--- src/rtl/plot_pkg.sv ---
package plot_pkg;

    // signed Q8.8
    localparam int frac_bits = 8;
    typedef logic signed [15:0] num_t;

    // bit 16 marks an operator, code in bits 2..0
    typedef logic [16:0] token_t;
    localparam int token_depth = 64;
    typedef logic [5:0] tok_idx_t;
    typedef logic [6:0] tok_len_t;

    typedef enum logic [2:0] {
        OP_ADD = 3'd0,
        OP_SUB = 3'd1,
        OP_MUL = 3'd2,
        OP_DIV = 3'd3
    } alu_op_t;

    // push transformed x
    localparam logic [2:0] tok_var = 3'd6;

    localparam int stack_depth = 16;

    localparam int hor_center = 320;
    localparam int ver_center = 240;
    localparam int plot_scale = 20;

    typedef enum logic [3:0] {
        S_IDLE, S_XSUB, S_XDIV, S_FETCH,
        S_WAIT_TOK, S_DECODE, S_PUSH, S_OP,
        S_YMUL, S_YSUB, S_ALU_WAIT, S_DONE
    } sm_state_t;

    localparam logic [11:0] reg_ctrl     = 12'h000;
    localparam logic [11:0] reg_status   = 12'h004;
    localparam logic [11:0] reg_x_in     = 12'h008;
    localparam logic [11:0] reg_y_out    = 12'h00C;
    localparam logic [11:0] reg_len      = 12'h010;
    localparam logic [11:0] reg_tok_base = 12'h100;

endpackage

--- src/rtl/plot_ifs.sv ---
`timescale 1ns/10ps

// token reads from the expression memory
interface token_if;
    import plot_pkg::*;

    tok_idx_t index;
    logic     get;
    tok_len_t length;
    token_t   data;
    logic     ready;

    modport reader (
        output index,
        output get,
        input  length,
        input  data,
        input  ready
    );

    modport store (
        input  index,
        input  get,
        output length,
        output data,
        output ready
    );
endinterface

// start/done handshake to the fixed-point ALU
interface alu_if;
    import plot_pkg::*;

    logic    start;
    alu_op_t op;
    num_t    a;
    num_t    b;
    num_t    result;
    logic    done;

    modport master (output start, output op, output a, output b, input result, input done);
    modport unit (input start, input op, input a, input b, output result, output done);
endinterface

--- src/rtl/fixed_point_alu.sv ---
`timescale 1ns/10ps

module fixed_point_alu (
    input logic clk,
    input logic rst,
    alu_if.unit alu
);
    import plot_pkg::*;

    logic signed [31:0] product;
    logic [15:0] mag_a;
    logic [15:0] mag_b;
    logic        div_busy;
    logic [3:0]  div_cnt;
    logic        div_neg;
    logic        den_zero;
    logic [15:0] den;
    logic [31:0] num;
    logic [16:0] rem;
    logic [15:0] quo;
    logic [17:0] step_hi;
    logic [17:0] step_lo;
    logic [15:0] quo_next;

    // one restoring step, returns {quotient bit, new remainder}
    function automatic logic [17:0] div_step(input logic [16:0] r, input logic bit_in,
                                             input logic [15:0] d);
        logic [16:0] t;
        t = {r[15:0], bit_in};
        if (t >= {1'b0, d}) begin
            return {1'b1, t - {1'b0, d}};
        end
        return {1'b0, t};
    endfunction

    assign product = alu.a * alu.b;
    assign mag_a   = alu.a[15] ? -alu.a : alu.a;
    assign mag_b   = alu.b[15] ? -alu.b : alu.b;

    // two dividend bits per cycle, 32-bit dividend in 16 cycles
    always_comb begin
        step_hi = div_step(rem, num[31], den);
        step_lo = div_step(step_hi[16:0], num[30], den);
    end
    assign quo_next = {quo[13:0], step_hi[17], step_lo[17]};

    always_ff @(posedge clk) begin
        if (rst) begin
            div_busy <= 1'b0;
            div_cnt  <= '0;
            alu.done <= 1'b0;
        end else begin
            alu.done <= 1'b0;
            if (alu.start) begin
                div_busy <= alu.op == OP_DIV;
                div_cnt  <= '0;
                alu.done <= alu.op != OP_DIV;
            end else if (div_busy) begin
                div_cnt <= div_cnt + 4'd1;
                if (div_cnt == 4'd15) begin
                    div_busy <= 1'b0;
                    alu.done <= 1'b1;
                end
            end
        end
    end

    always_ff @(posedge clk) begin
        if (alu.start) begin
            case (alu.op)
                OP_ADD: alu.result <= alu.a + alu.b;
                OP_SUB: alu.result <= alu.a - alu.b;
                OP_MUL: alu.result <= product[frac_bits + 15:frac_bits];
                OP_DIV: begin
                    num      <= {8'd0, mag_a, {frac_bits{1'b0}}};
                    den      <= mag_b;
                    rem      <= '0;
                    quo      <= '0;
                    div_neg  <= alu.a[15] ^ alu.b[15];
                    den_zero <= alu.b == '0;
                end
                default: ;
            endcase
        end else if (div_busy) begin
            rem <= step_lo[16:0];
            num <= {num[29:0], 2'b00};
            quo <= quo_next;
            if (div_cnt == 4'd15) begin
                alu.result <= den_zero ? '0 : (div_neg ? -quo_next : quo_next);
            end
        end
    end

    a_no_start_busy: assert property (@(posedge clk) disable iff (rst)
        alu.start |-> !div_busy)
        else $error("ALU start while a divide is in progress");

endmodule

--- src/rtl/plot_eval_top.sv ---
`timescale 1ns/10ps

module plot_eval_top (
    input  logic        clk,
    input  logic        rst,
    input  logic        psel,
    input  logic        penable,
    input  logic        pwrite,
    input  logic [11:0] paddr,
    input  logic [31:0] pwdata,
    output logic [31:0] prdata,
    output logic        pready,
    output logic        pslverr
);
    token_if tok_bus ();
    alu_if   alu_bus ();

    logic       run_start;
    logic [9:0] x_pixel;
    logic       busy;
    logic       done;
    logic [7:0] y_row;
    logic       div_zero;
    logic       stack_err;

    plot_regs u_regs (
        .clk       (clk),
        .rst       (rst),
        .psel      (psel),
        .penable   (penable),
        .pwrite    (pwrite),
        .paddr     (paddr),
        .pwdata    (pwdata),
        .prdata    (prdata),
        .pready    (pready),
        .pslverr   (pslverr),
        .tok       (tok_bus.store),
        .run_start (run_start),
        .x_pixel   (x_pixel),
        .busy      (busy),
        .done      (done),
        .y_row     (y_row),
        .div_zero  (div_zero),
        .stack_err (stack_err)
    );

    stack_machine u_sm (
        .clk       (clk),
        .rst       (rst),
        .tok       (tok_bus.reader),
        .alu       (alu_bus.master),
        .run_start (run_start),
        .x_pixel   (x_pixel),
        .busy      (busy),
        .done      (done),
        .y_row     (y_row),
        .div_zero  (div_zero),
        .stack_err (stack_err)
    );

    fixed_point_alu u_alu (
        .clk (clk),
        .rst (rst),
        .alu (alu_bus.unit)
    );

endmodule

--- src/rtl/plot_regs.sv ---
`timescale 1ns/10ps

module plot_regs (
    input  logic        clk,
    input  logic        rst,
    input  logic        psel,
    input  logic        penable,
    input  logic        pwrite,
    input  logic [11:0] paddr,
    input  logic [31:0] pwdata,
    output logic [31:0] prdata,
    output logic        pready,
    output logic        pslverr,
    token_if.store      tok,
    output logic        run_start,
    output logic [9:0]  x_pixel,
    input  logic        busy,
    input  logic        done,
    input  logic [7:0]  y_row,
    input  logic        div_zero,
    input  logic        stack_err
);
    import plot_pkg::*;

    token_t   mem [token_depth];
    tok_len_t len;
    tok_idx_t tok_addr;
    logic     st_done;
    logic     st_dz;
    logic     st_se;
    logic     access;
    logic     is_ctrl;
    logic     is_status;
    logic     is_x;
    logic     is_y;
    logic     is_len;
    logic     is_tok;
    logic     mapped;
    logic     locked;
    logic     wr_ok;

    assign access    = psel && penable;
    assign is_ctrl   = paddr == reg_ctrl;
    assign is_status = paddr == reg_status;
    assign is_x      = paddr == reg_x_in;
    assign is_y      = paddr == reg_y_out;
    assign is_len    = paddr == reg_len;
    assign is_tok    = paddr[11:8] == reg_tok_base[11:8] && paddr[1:0] == 2'b00;
    assign mapped    = is_ctrl || is_status || is_x || is_y || is_len || is_tok;
    assign tok_addr  = paddr[7:2];

    // expression and start are frozen while a run is going
    assign locked  = busy && pwrite && (is_ctrl || is_len || is_tok);
    assign pready  = 1'b1;
    assign pslverr = access && (!mapped || locked);
    assign wr_ok   = access && pwrite && mapped && !locked;

    assign tok.length = len;

    always_comb begin
        prdata = '0;
        if (is_status) begin
            prdata = {28'd0, st_se, st_dz, st_done, busy};
        end else if (is_x) begin
            prdata = {22'd0, x_pixel};
        end else if (is_y) begin
            prdata = {{24{y_row[7]}}, y_row};
        end else if (is_len) begin
            prdata = {25'd0, len};
        end else if (is_tok) begin
            prdata = {15'd0, mem[tok_addr]};
        end
    end

    always_ff @(posedge clk) begin
        if (rst) begin
            run_start <= 1'b0;
            x_pixel   <= '0;
            len       <= '0;
            st_done   <= 1'b0;
            st_dz     <= 1'b0;
            st_se     <= 1'b0;
            tok.ready <= 1'b0;
        end else begin
            run_start <= wr_ok && is_ctrl && pwdata[0];
            tok.ready <= tok.get;
            if (wr_ok && is_x) begin
                x_pixel <= pwdata[9:0];
            end
            if (wr_ok && is_len) begin
                len <= pwdata[6:0];
            end
            if (run_start) begin
                st_done <= 1'b0;
                st_dz   <= 1'b0;
                st_se   <= 1'b0;
            end else begin
                if (done) st_done <= 1'b1;
                if (div_zero) st_dz <= 1'b1;
                if (stack_err) st_se <= 1'b1;
            end
        end
    end

    always_ff @(posedge clk) begin
        if (wr_ok && is_tok) begin
            mem[tok_addr] <= pwdata[16:0];
        end
        if (tok.get) begin
            tok.data <= mem[tok.index];
        end
    end

    a_paddr_stable: assert property (@(posedge clk) disable iff (rst)
        (psel && !penable) |=> $stable(paddr))
        else $error("paddr changed between setup and access phase");

endmodule

--- src/rtl/stack_machine.sv ---
`timescale 1ns/10ps

module stack_machine (
    input  logic       clk,
    input  logic       rst,
    token_if.reader    tok,
    alu_if.master      alu,
    input  logic       run_start,
    input  logic [9:0] x_pixel,
    output logic       busy,
    output logic       done,
    output logic [7:0] y_row,
    output logic       div_zero,
    output logic       stack_err
);
    import plot_pkg::*;

    sm_state_t  state;
    sm_state_t  phase;
    num_t       stack [stack_depth];
    logic [4:0] sp;
    logic [3:0] top_idx;
    logic [3:0] nxt_idx;
    tok_len_t   pos;
    token_t     tok_cur;
    num_t       x_val;
    num_t       push_val;
    logic       is_var;
    logic       is_op;

    assign top_idx  = sp[3:0] - 4'd1;
    assign nxt_idx  = sp[3:0] - 4'd2;
    assign is_var   = tok_cur[16] && tok_cur[2:0] == tok_var;
    assign is_op    = tok_cur[16] && !tok_cur[2];
    assign push_val = is_var ? x_val : tok_cur[15:0];

    assign busy      = state != S_IDLE;
    assign done      = state == S_DONE;
    assign tok.index = pos[5:0];
    assign tok.get   = state == S_FETCH && pos < tok.length;
    assign alu.start = state inside {S_XSUB, S_XDIV, S_OP, S_YMUL, S_YSUB};

    always_comb begin
        alu.op = OP_SUB;
        alu.a  = '0;
        alu.b  = '0;
        case (state)
            S_XSUB: begin
                // offset in whole pixels, the divide's shift makes it Q8.8
                alu.a = num_t'({6'd0, x_pixel});
                alu.b = num_t'(hor_center);
            end
            S_XDIV: begin
                alu.op = OP_DIV;
                alu.a  = alu.result;
                alu.b  = num_t'(plot_scale);
            end
            S_OP: begin
                alu.op = alu_op_t'({1'b0, tok_cur[1:0]});
                alu.a  = stack[top_idx];
                alu.b  = stack[nxt_idx];
            end
            S_YMUL: begin
                alu.op = OP_MUL;
                alu.a  = stack[0];
                alu.b  = num_t'(plot_scale << frac_bits);
            end
            S_YSUB: begin
                // 240 wraps in Q8.8, low byte of the row still comes out right
                alu.a = num_t'(ver_center << frac_bits);
                alu.b = alu.result;
            end
            default: ;
        endcase
    end

    always_ff @(posedge clk) begin
        if (rst) begin
            state     <= S_IDLE;
            phase     <= S_IDLE;
            sp        <= '0;
            pos       <= '0;
            y_row     <= '0;
            div_zero  <= 1'b0;
            stack_err <= 1'b0;
        end else begin
            case (state)
                S_IDLE: begin
                    if (run_start) begin
                        sp        <= '0;
                        pos       <= '0;
                        div_zero  <= 1'b0;
                        stack_err <= 1'b0;
                        state     <= S_XSUB;
                    end
                end
                S_XSUB, S_XDIV, S_OP, S_YMUL, S_YSUB: begin
                    if (state == S_OP && alu.op == OP_DIV && alu.b == '0) begin
                        div_zero <= 1'b1;
                    end
                    phase <= state;
                    state <= S_ALU_WAIT;
                end
                S_FETCH: begin
                    if (tok.get) begin
                        state <= S_WAIT_TOK;
                    end else if (sp != 5'd1) begin
                        stack_err <= 1'b1;
                        state     <= S_DONE;
                    end else begin
                        state <= S_YMUL;
                    end
                end
                S_WAIT_TOK: begin
                    if (tok.ready) begin
                        pos   <= pos + 7'd1;
                        state <= S_DECODE;
                    end
                end
                S_DECODE: begin
                    if (!tok_cur[16] || is_var) begin
                        state <= S_PUSH;
                    end else if (!is_op || sp < 5'd2) begin
                        // unknown codes abort like a malformed expression
                        stack_err <= 1'b1;
                        state     <= S_DONE;
                    end else begin
                        state <= S_OP;
                    end
                end
                S_PUSH: begin
                    if (sp == 5'(stack_depth)) begin
                        stack_err <= 1'b1;
                        state     <= S_DONE;
                    end else begin
                        sp    <= sp + 5'd1;
                        state <= S_FETCH;
                    end
                end
                S_ALU_WAIT: begin
                    if (alu.done) begin
                        case (phase)
                            S_XSUB: state <= S_XDIV;
                            S_XDIV: state <= S_FETCH;
                            S_OP: begin
                                sp    <= sp - 5'd1;
                                state <= S_FETCH;
                            end
                            S_YMUL: state <= S_YSUB;
                            default: begin
                                y_row <= alu.result[15:frac_bits];
                                state <= S_DONE;
                            end
                        endcase
                    end
                end
                default: state <= S_IDLE;
            endcase
        end
    end

    always_ff @(posedge clk) begin
        if (state == S_WAIT_TOK && tok.ready) begin
            tok_cur <= tok.data;
        end
        if (state == S_ALU_WAIT && alu.done && phase == S_XDIV) begin
            x_val <= alu.result;
        end
        if (state == S_PUSH && sp < 5'(stack_depth)) begin
            stack[sp[3:0]] <= push_val;
        end else if (state == S_ALU_WAIT && alu.done && phase == S_OP) begin
            stack[nxt_idx] <= alu.result;
        end
    end

    a_sp_bound: assert property (@(posedge clk) disable iff (rst)
        sp <= 5'(stack_depth))
        else $error("stack pointer beyond stack depth");

endmodule

--- config.mk ---
export PLATFORM = sky130hd
export DESIGN_NAME = plot_eval_top
export DESIGN_NICKNAME = d
export VERILOG_FILES = /design/src/rtl/plot_pkg.sv /design/src/rtl/plot_ifs.sv /design/src/rtl/fixed_point_alu.sv /design/src/rtl/plot_eval_top.sv /design/src/rtl/plot_regs.sv /design/src/rtl/stack_machine.sv
export SDC_FILE = /design/constraint.sdc
export NUM_CORES = 2
export LEC_CHECK = 0
export BUFFER_PORTS_ARGS = -buffer_cell sky130_fd_sc_hd__clkbuf_2
export CELL_PAD_IN_SITES_DETAIL_PLACEMENT = 0
export CELL_PAD_IN_SITES_GLOBAL_PLACEMENT = 2
export CORE_MARGIN = 3
export CORE_UTILIZATION = 53
export DETAILED_ROUTE_END_ITERATION = 10
export PLACE_DENSITY = 0.84
export SETUP_SLACK_MARGIN = 0.4
export SYNTH_ARGS = -nofsm -noshare
export SYNTH_HDL_FRONTEND = slang
export SYNTH_SLANG_ARGS = --single-unit
--- constraint.sdc ---
create_clock -name clk -period 18.4 [get_ports clk]
set_input_delay 0.92 -clock clk [delete_from_list [all_inputs] [get_ports clk]]
set_output_delay 0.92 -clock clk [all_outputs]
set_load 0.01 [all_outputs]
==> impl_metrics.ini <==
[clock_tree]
ctsLongestPathBuffers = 3
clk_root_buffer_cell = sky130_fd_sc_hd__clkbuf_16
cts.repair.resized = 0
number_of_h_tree_levels = 4
cts.hold.buffers_added = 0
cts.reportedPaths.clkPinSlew_ns = 0.06
cts_tree = done
clock_insertion_delay_worst_skew_ns = 0.80
cts_inserted_buffers = 161
clkSinkCount = 1540
buffers_inserted_by_post_cts_timing_repair = 0

[die]
initial_core_util = 0.5371
fp.coreArea_um2 = 153000
die_width_um = 399.8
floorplan.die.height_um = 399.8
design.die.area_um2 = 159800
placement_rows = 143
io_pins = 83

[timing]
slew_violations = 0
finalSetupViolCount = 0
grt_setup_unrepaired = no
tightest_slew_ns = 1.266
headroom_to_the_max_slew_limit = 0.1507
fmaxAchievable_mhz = 91.00
tns_ns = 0
fin_worst_skew_ns = 0.05431
final_min_period_over_clock_period = 0.5972
layout_min_cycle_time_ns = 10.99
hold_viol_final = 0

[critical_path]
timing_worst_setup_path_type = register to register
start_kind = register
worstPathMaxFanout = 53
timing.critical_path.required_ns = 18.88
worst-endpoint-arrival_ns = 11.47
timing.critical_path.to_type = register
cpMaxStageDelayCell = sky130_fd_sc_hd__dfxtp_4
r2r_slack_ns = 7.41
slowest_delay_ns = 0.88
cpMostUsedCell = sky130_fd_sc_hd__fa_1

[detailed_routing]
antenna_left = 0
routed_via_density = 6.589
vias = 47660
drtIter0Drc = 5169
detailedRoute.firstPassIterationCount = 7
wl_um = 235000
wl_per_cell_um = 32.48
drc = 0

[logic_synthesis]
sequential_to_total_area_share_from_yosys_stat = 0.5557
number_of_flops_mapped_to_enable_cells_by_yosys = 1482
post_synth_instance_area_um2 = 82170
avgSynthCellArea_um2 = 16.50
ys_async_sr_fraction = 0
ys_warn_count = 0
synth_seq_cells = 1540
synth_nets = 5354
synth_top_flop_cell = sky130_fd_sc_hd__edfxtp_1
synth_cell_types = 108
synthesis.instances = 4981

[power_and_ir_drop]
power.total_w = 0.007238
irDropWorstVdd_v = 0.00009124
powerDensity_nw_per_um2 = 79.97
p_leak_nw = 29.90

[hold_path]
hold_path_class = register to register

[run]
count_of_maximum_capacitance_violations = 0

[global_routing]
grt_start_max_net_pins = 136
grt-ovfl-total = 0
first_global_vias = 48370
antenna_found_initial = 10
first_pass_grt_wire_length_um = 339200
groute.usage.overall = 0.2985

[cells_and_area]
areaGrowthSynthToFinish_pct = 10.15
net_total_in_the_final_layout = 5443
n_fill_cell = 11510
final_layout_size_suffix_gt1_frac = 0.2798

[place]
hpwlAfterDp_um = 152600
gpl.final_weighted_congestion = 0.9174
place.port_buffers = 66

[outcome]
status = complete, no violations
## cells by family after synthesis
group           share of synthesized area
other cells                    0.00004564
compound gates                    0.03819
flops                              0.5557
simple gates                      0.05118
buf+inv                           0.03455
mux                                0.2393
xor+xnor                          0.01437
fa+ha+maj                         0.06660
## metal layers
layer	GRT usage	vias to the layer above	routed length, um
met5	0	-	30
met3	0.06189	454	20580
met1	0.3909	25110	87240
li1	-	19870	-
met2	0.4922	2229	116300
met4	0.1202	4	10840
## cells in the mapped netlist, types with 9 or more instances
cell | n | area [um^2]
sky130_fd_sc_hd__and2_1 | 36 | 225.2
sky130_fd_sc_hd__inv_1 | 323 | 1212
sky130_fd_sc_hd__buf_2 | 47 | 235.2
sky130_fd_sc_hd__nand4_1 | 14 | 87.58
sky130_fd_sc_hd__a211oi_1 | 22 | 165.2
sky130_fd_sc_hd__nand3_1 | 31 | 155.2
sky130_fd_sc_hd__ha_1 | 135 | 1689
sky130_fd_sc_hd__nor3_1 | 45 | 225.2
sky130_fd_sc_hd__dfxtp_1 | 58 | 1161
sky130_fd_sc_hd__nand2b_1 | 37 | 231.5
sky130_fd_sc_hd__nor2b_1 | 37 | 231.5
sky130_fd_sc_hd__clkbuf_1 | 170 | 638.1
sky130_fd_sc_hd__a21o_1 | 29 | 217.7
sky130_fd_sc_hd__buf_1 | 65 | 244.0
sky130_fd_sc_hd__mux4_2 | 808 | 18200
sky130_fd_sc_hd__a31oi_1 | 29 | 181.4
sky130_fd_sc_hd__xor2_1 | 36 | 315.3
sky130_fd_sc_hd__or3_1 | 9 | 56.30
sky130_fd_sc_hd__xnor2_1 | 85 | 744.5
sky130_fd_sc_hd__mux2i_1 | 122 | 1221
sky130_fd_sc_hd__nand2_1 | 253 | 949.7
sky130_fd_sc_hd__edfxtp_1 | 1482 | 44500
sky130_fd_sc_hd__a22oi_1 | 18 | 135.1
sky130_fd_sc_hd__nor2_1 | 368 | 1381
sky130_fd_sc_hd__fa_1 | 189 | 3784
sky130_fd_sc_hd__a21oi_1 | 122 | 610.6
sky130_fd_sc_hd__buf_6 | 14 | 157.7
sky130_fd_sc_hd__o31ai_1 | 9 | 67.56
sky130_fd_sc_hd__or2_2 | 22 | 137.6
sky130_fd_sc_hd__buf_4 | 24 | 180.2
sky130_fd_sc_hd__and3_1 | 12 | 75.07
sky130_fd_sc_hd__nand3b_1 | 9 | 67.56
sky130_fd_sc_hd__o21ai_0 | 88 | 440.4
sky130_fd_sc_hd__o22ai_1 | 32 | 200.2
## path summary, 6_finish.rpt
path | to | cells after the start | start
worst max-delay path | u_alu.alu.result[15] | 30 | u_sm.sp[0]
worst min-delay path | u_sm.tok_cur[0] | 0 | u_regs.tok.data[0]
worst max register to register | u_alu.alu.result[15] | 30 | u_sm.sp[0]
worst min register to register | u_sm.tok_cur[0] | 0 | u_regs.tok.data[0]
## sequential cells by signal, indices dropped and copies added, names as in the netlist, 14 cells and up
signal and count:
u_alu.num 24, u_sm.tok_cur 17, u_sm.stack 256, u_alu.den 16
u_alu.quo 14, u_alu.rem 16, u_sm.x_val 16, u_regs.tok.data 17
u_alu.alu.result 16, u_regs.mem 1088
## critical path, delay by kind of cell (launching register included)
family                   cells  cell delay, ns
flip-flops                   1            0.88
adder cells (fa/ha/maj)      8            4.10
buffers and inverters        6            1.30
AO/OA/AOI/OAI                9            2.15
AND/OR/NAND/NOR              5            1.28
multiplexers                 2            0.81
## where the power goes
| group | internal [W] | switching [W] |
|---|---|---|
| Clock | 0.00178 | 0.00140 |
| Sequential | 0.00382 | 0.000000000753 |
| Combinational | 0.0000872 | 0.000150 |
## stage by stage
stage	setup WS (ns)	utilization	hold WS [ns]	area, um^2	std cells
2_1_floorplan	8.641	-	0.4003	82170	4981
3_3_place_gp	7.407	0.5581	0.4036	85370	6937
3_5_place_dp	7.376	0.5581	0.4054	85370	6937
4_1_cts	7.280	0.5916	0.4204	90510	7231
5_1_grt	6.761	0.5916	0.4309	90510	7231
6_report	7.411	0.5917	0.4211	90520	7234
## cells in the final DEF (no fill, tap or decap), types with 22 or more instances in the layout
| master | count |
|---|---|
| sky130_fd_sc_hd__nand2_1 | 253 |
| sky130_fd_sc_hd__xor2_1 | 35 |
| sky130_fd_sc_hd__nor2b_1 | 36 |
| sky130_fd_sc_hd__mux2i_1 | 122 |
| sky130_fd_sc_hd__ha_1 | 134 |
| sky130_fd_sc_hd__nor2_2 | 61 |
| sky130_fd_sc_hd__edfxtp_1 | 1482 |
| sky130_fd_sc_hd__nand3_1 | 31 |
| sky130_fd_sc_hd__clkbuf_1 | 33 |
| sky130_fd_sc_hd__nand2b_1 | 37 |
| sky130_fd_sc_hd__dfxtp_1 | 52 |
| sky130_fd_sc_hd__xnor2_1 | 85 |
| sky130_fd_sc_hd__a21o_1 | 28 |
| sky130_fd_sc_hd__and2_1 | 36 |
| sky130_fd_sc_hd__clkinv_2 | 29 |
| sky130_fd_sc_hd__clkbuf_16 | 162 |
| sky130_fd_sc_hd__a31oi_1 | 28 |
| sky130_fd_sc_hd__buf_4 | 188 |
| sky130_fd_sc_hd__inv_1 | 323 |
| sky130_fd_sc_hd__fa_1 | 189 |
| sky130_fd_sc_hd__mux4_2 | 808 |
| sky130_fd_sc_hd__nor3_1 | 40 |
| sky130_fd_sc_hd__a21oi_1 | 120 |
| sky130_fd_sc_hd__nor2_1 | 296 |
| sky130_fd_sc_hd__clkbuf_2 | 62 |
| sky130_fd_sc_hd__o21ai_0 | 86 |
| sky130_fd_sc_hd__clkinv_1 | 41 |
| sky130_fd_sc_hd__or2_2 | 22 |
| sky130_fd_sc_hd__o22ai_1 | 32 |
## cell type report
type | instances | area, um^2 | share of cell area
Tap cell | 2030 | 2540 | 0.02806
Inverter | 330 | 1239 | 0.01368
Antenna cell | 3 | 7.507 | 0.00008294
Sequential cell | 1540 | 45690 | 0.5047
Timing Repair Buffer | 255 | 1812 | 0.02002
Clock inverter | 98 | 947.2 | 0.01046
Multi-Input combinational cell | 2782 | 34090 | 0.3766
Clock buffer | 196 | 4192 | 0.04631
No activity file was read; power rests on OpenSTA's default activity.
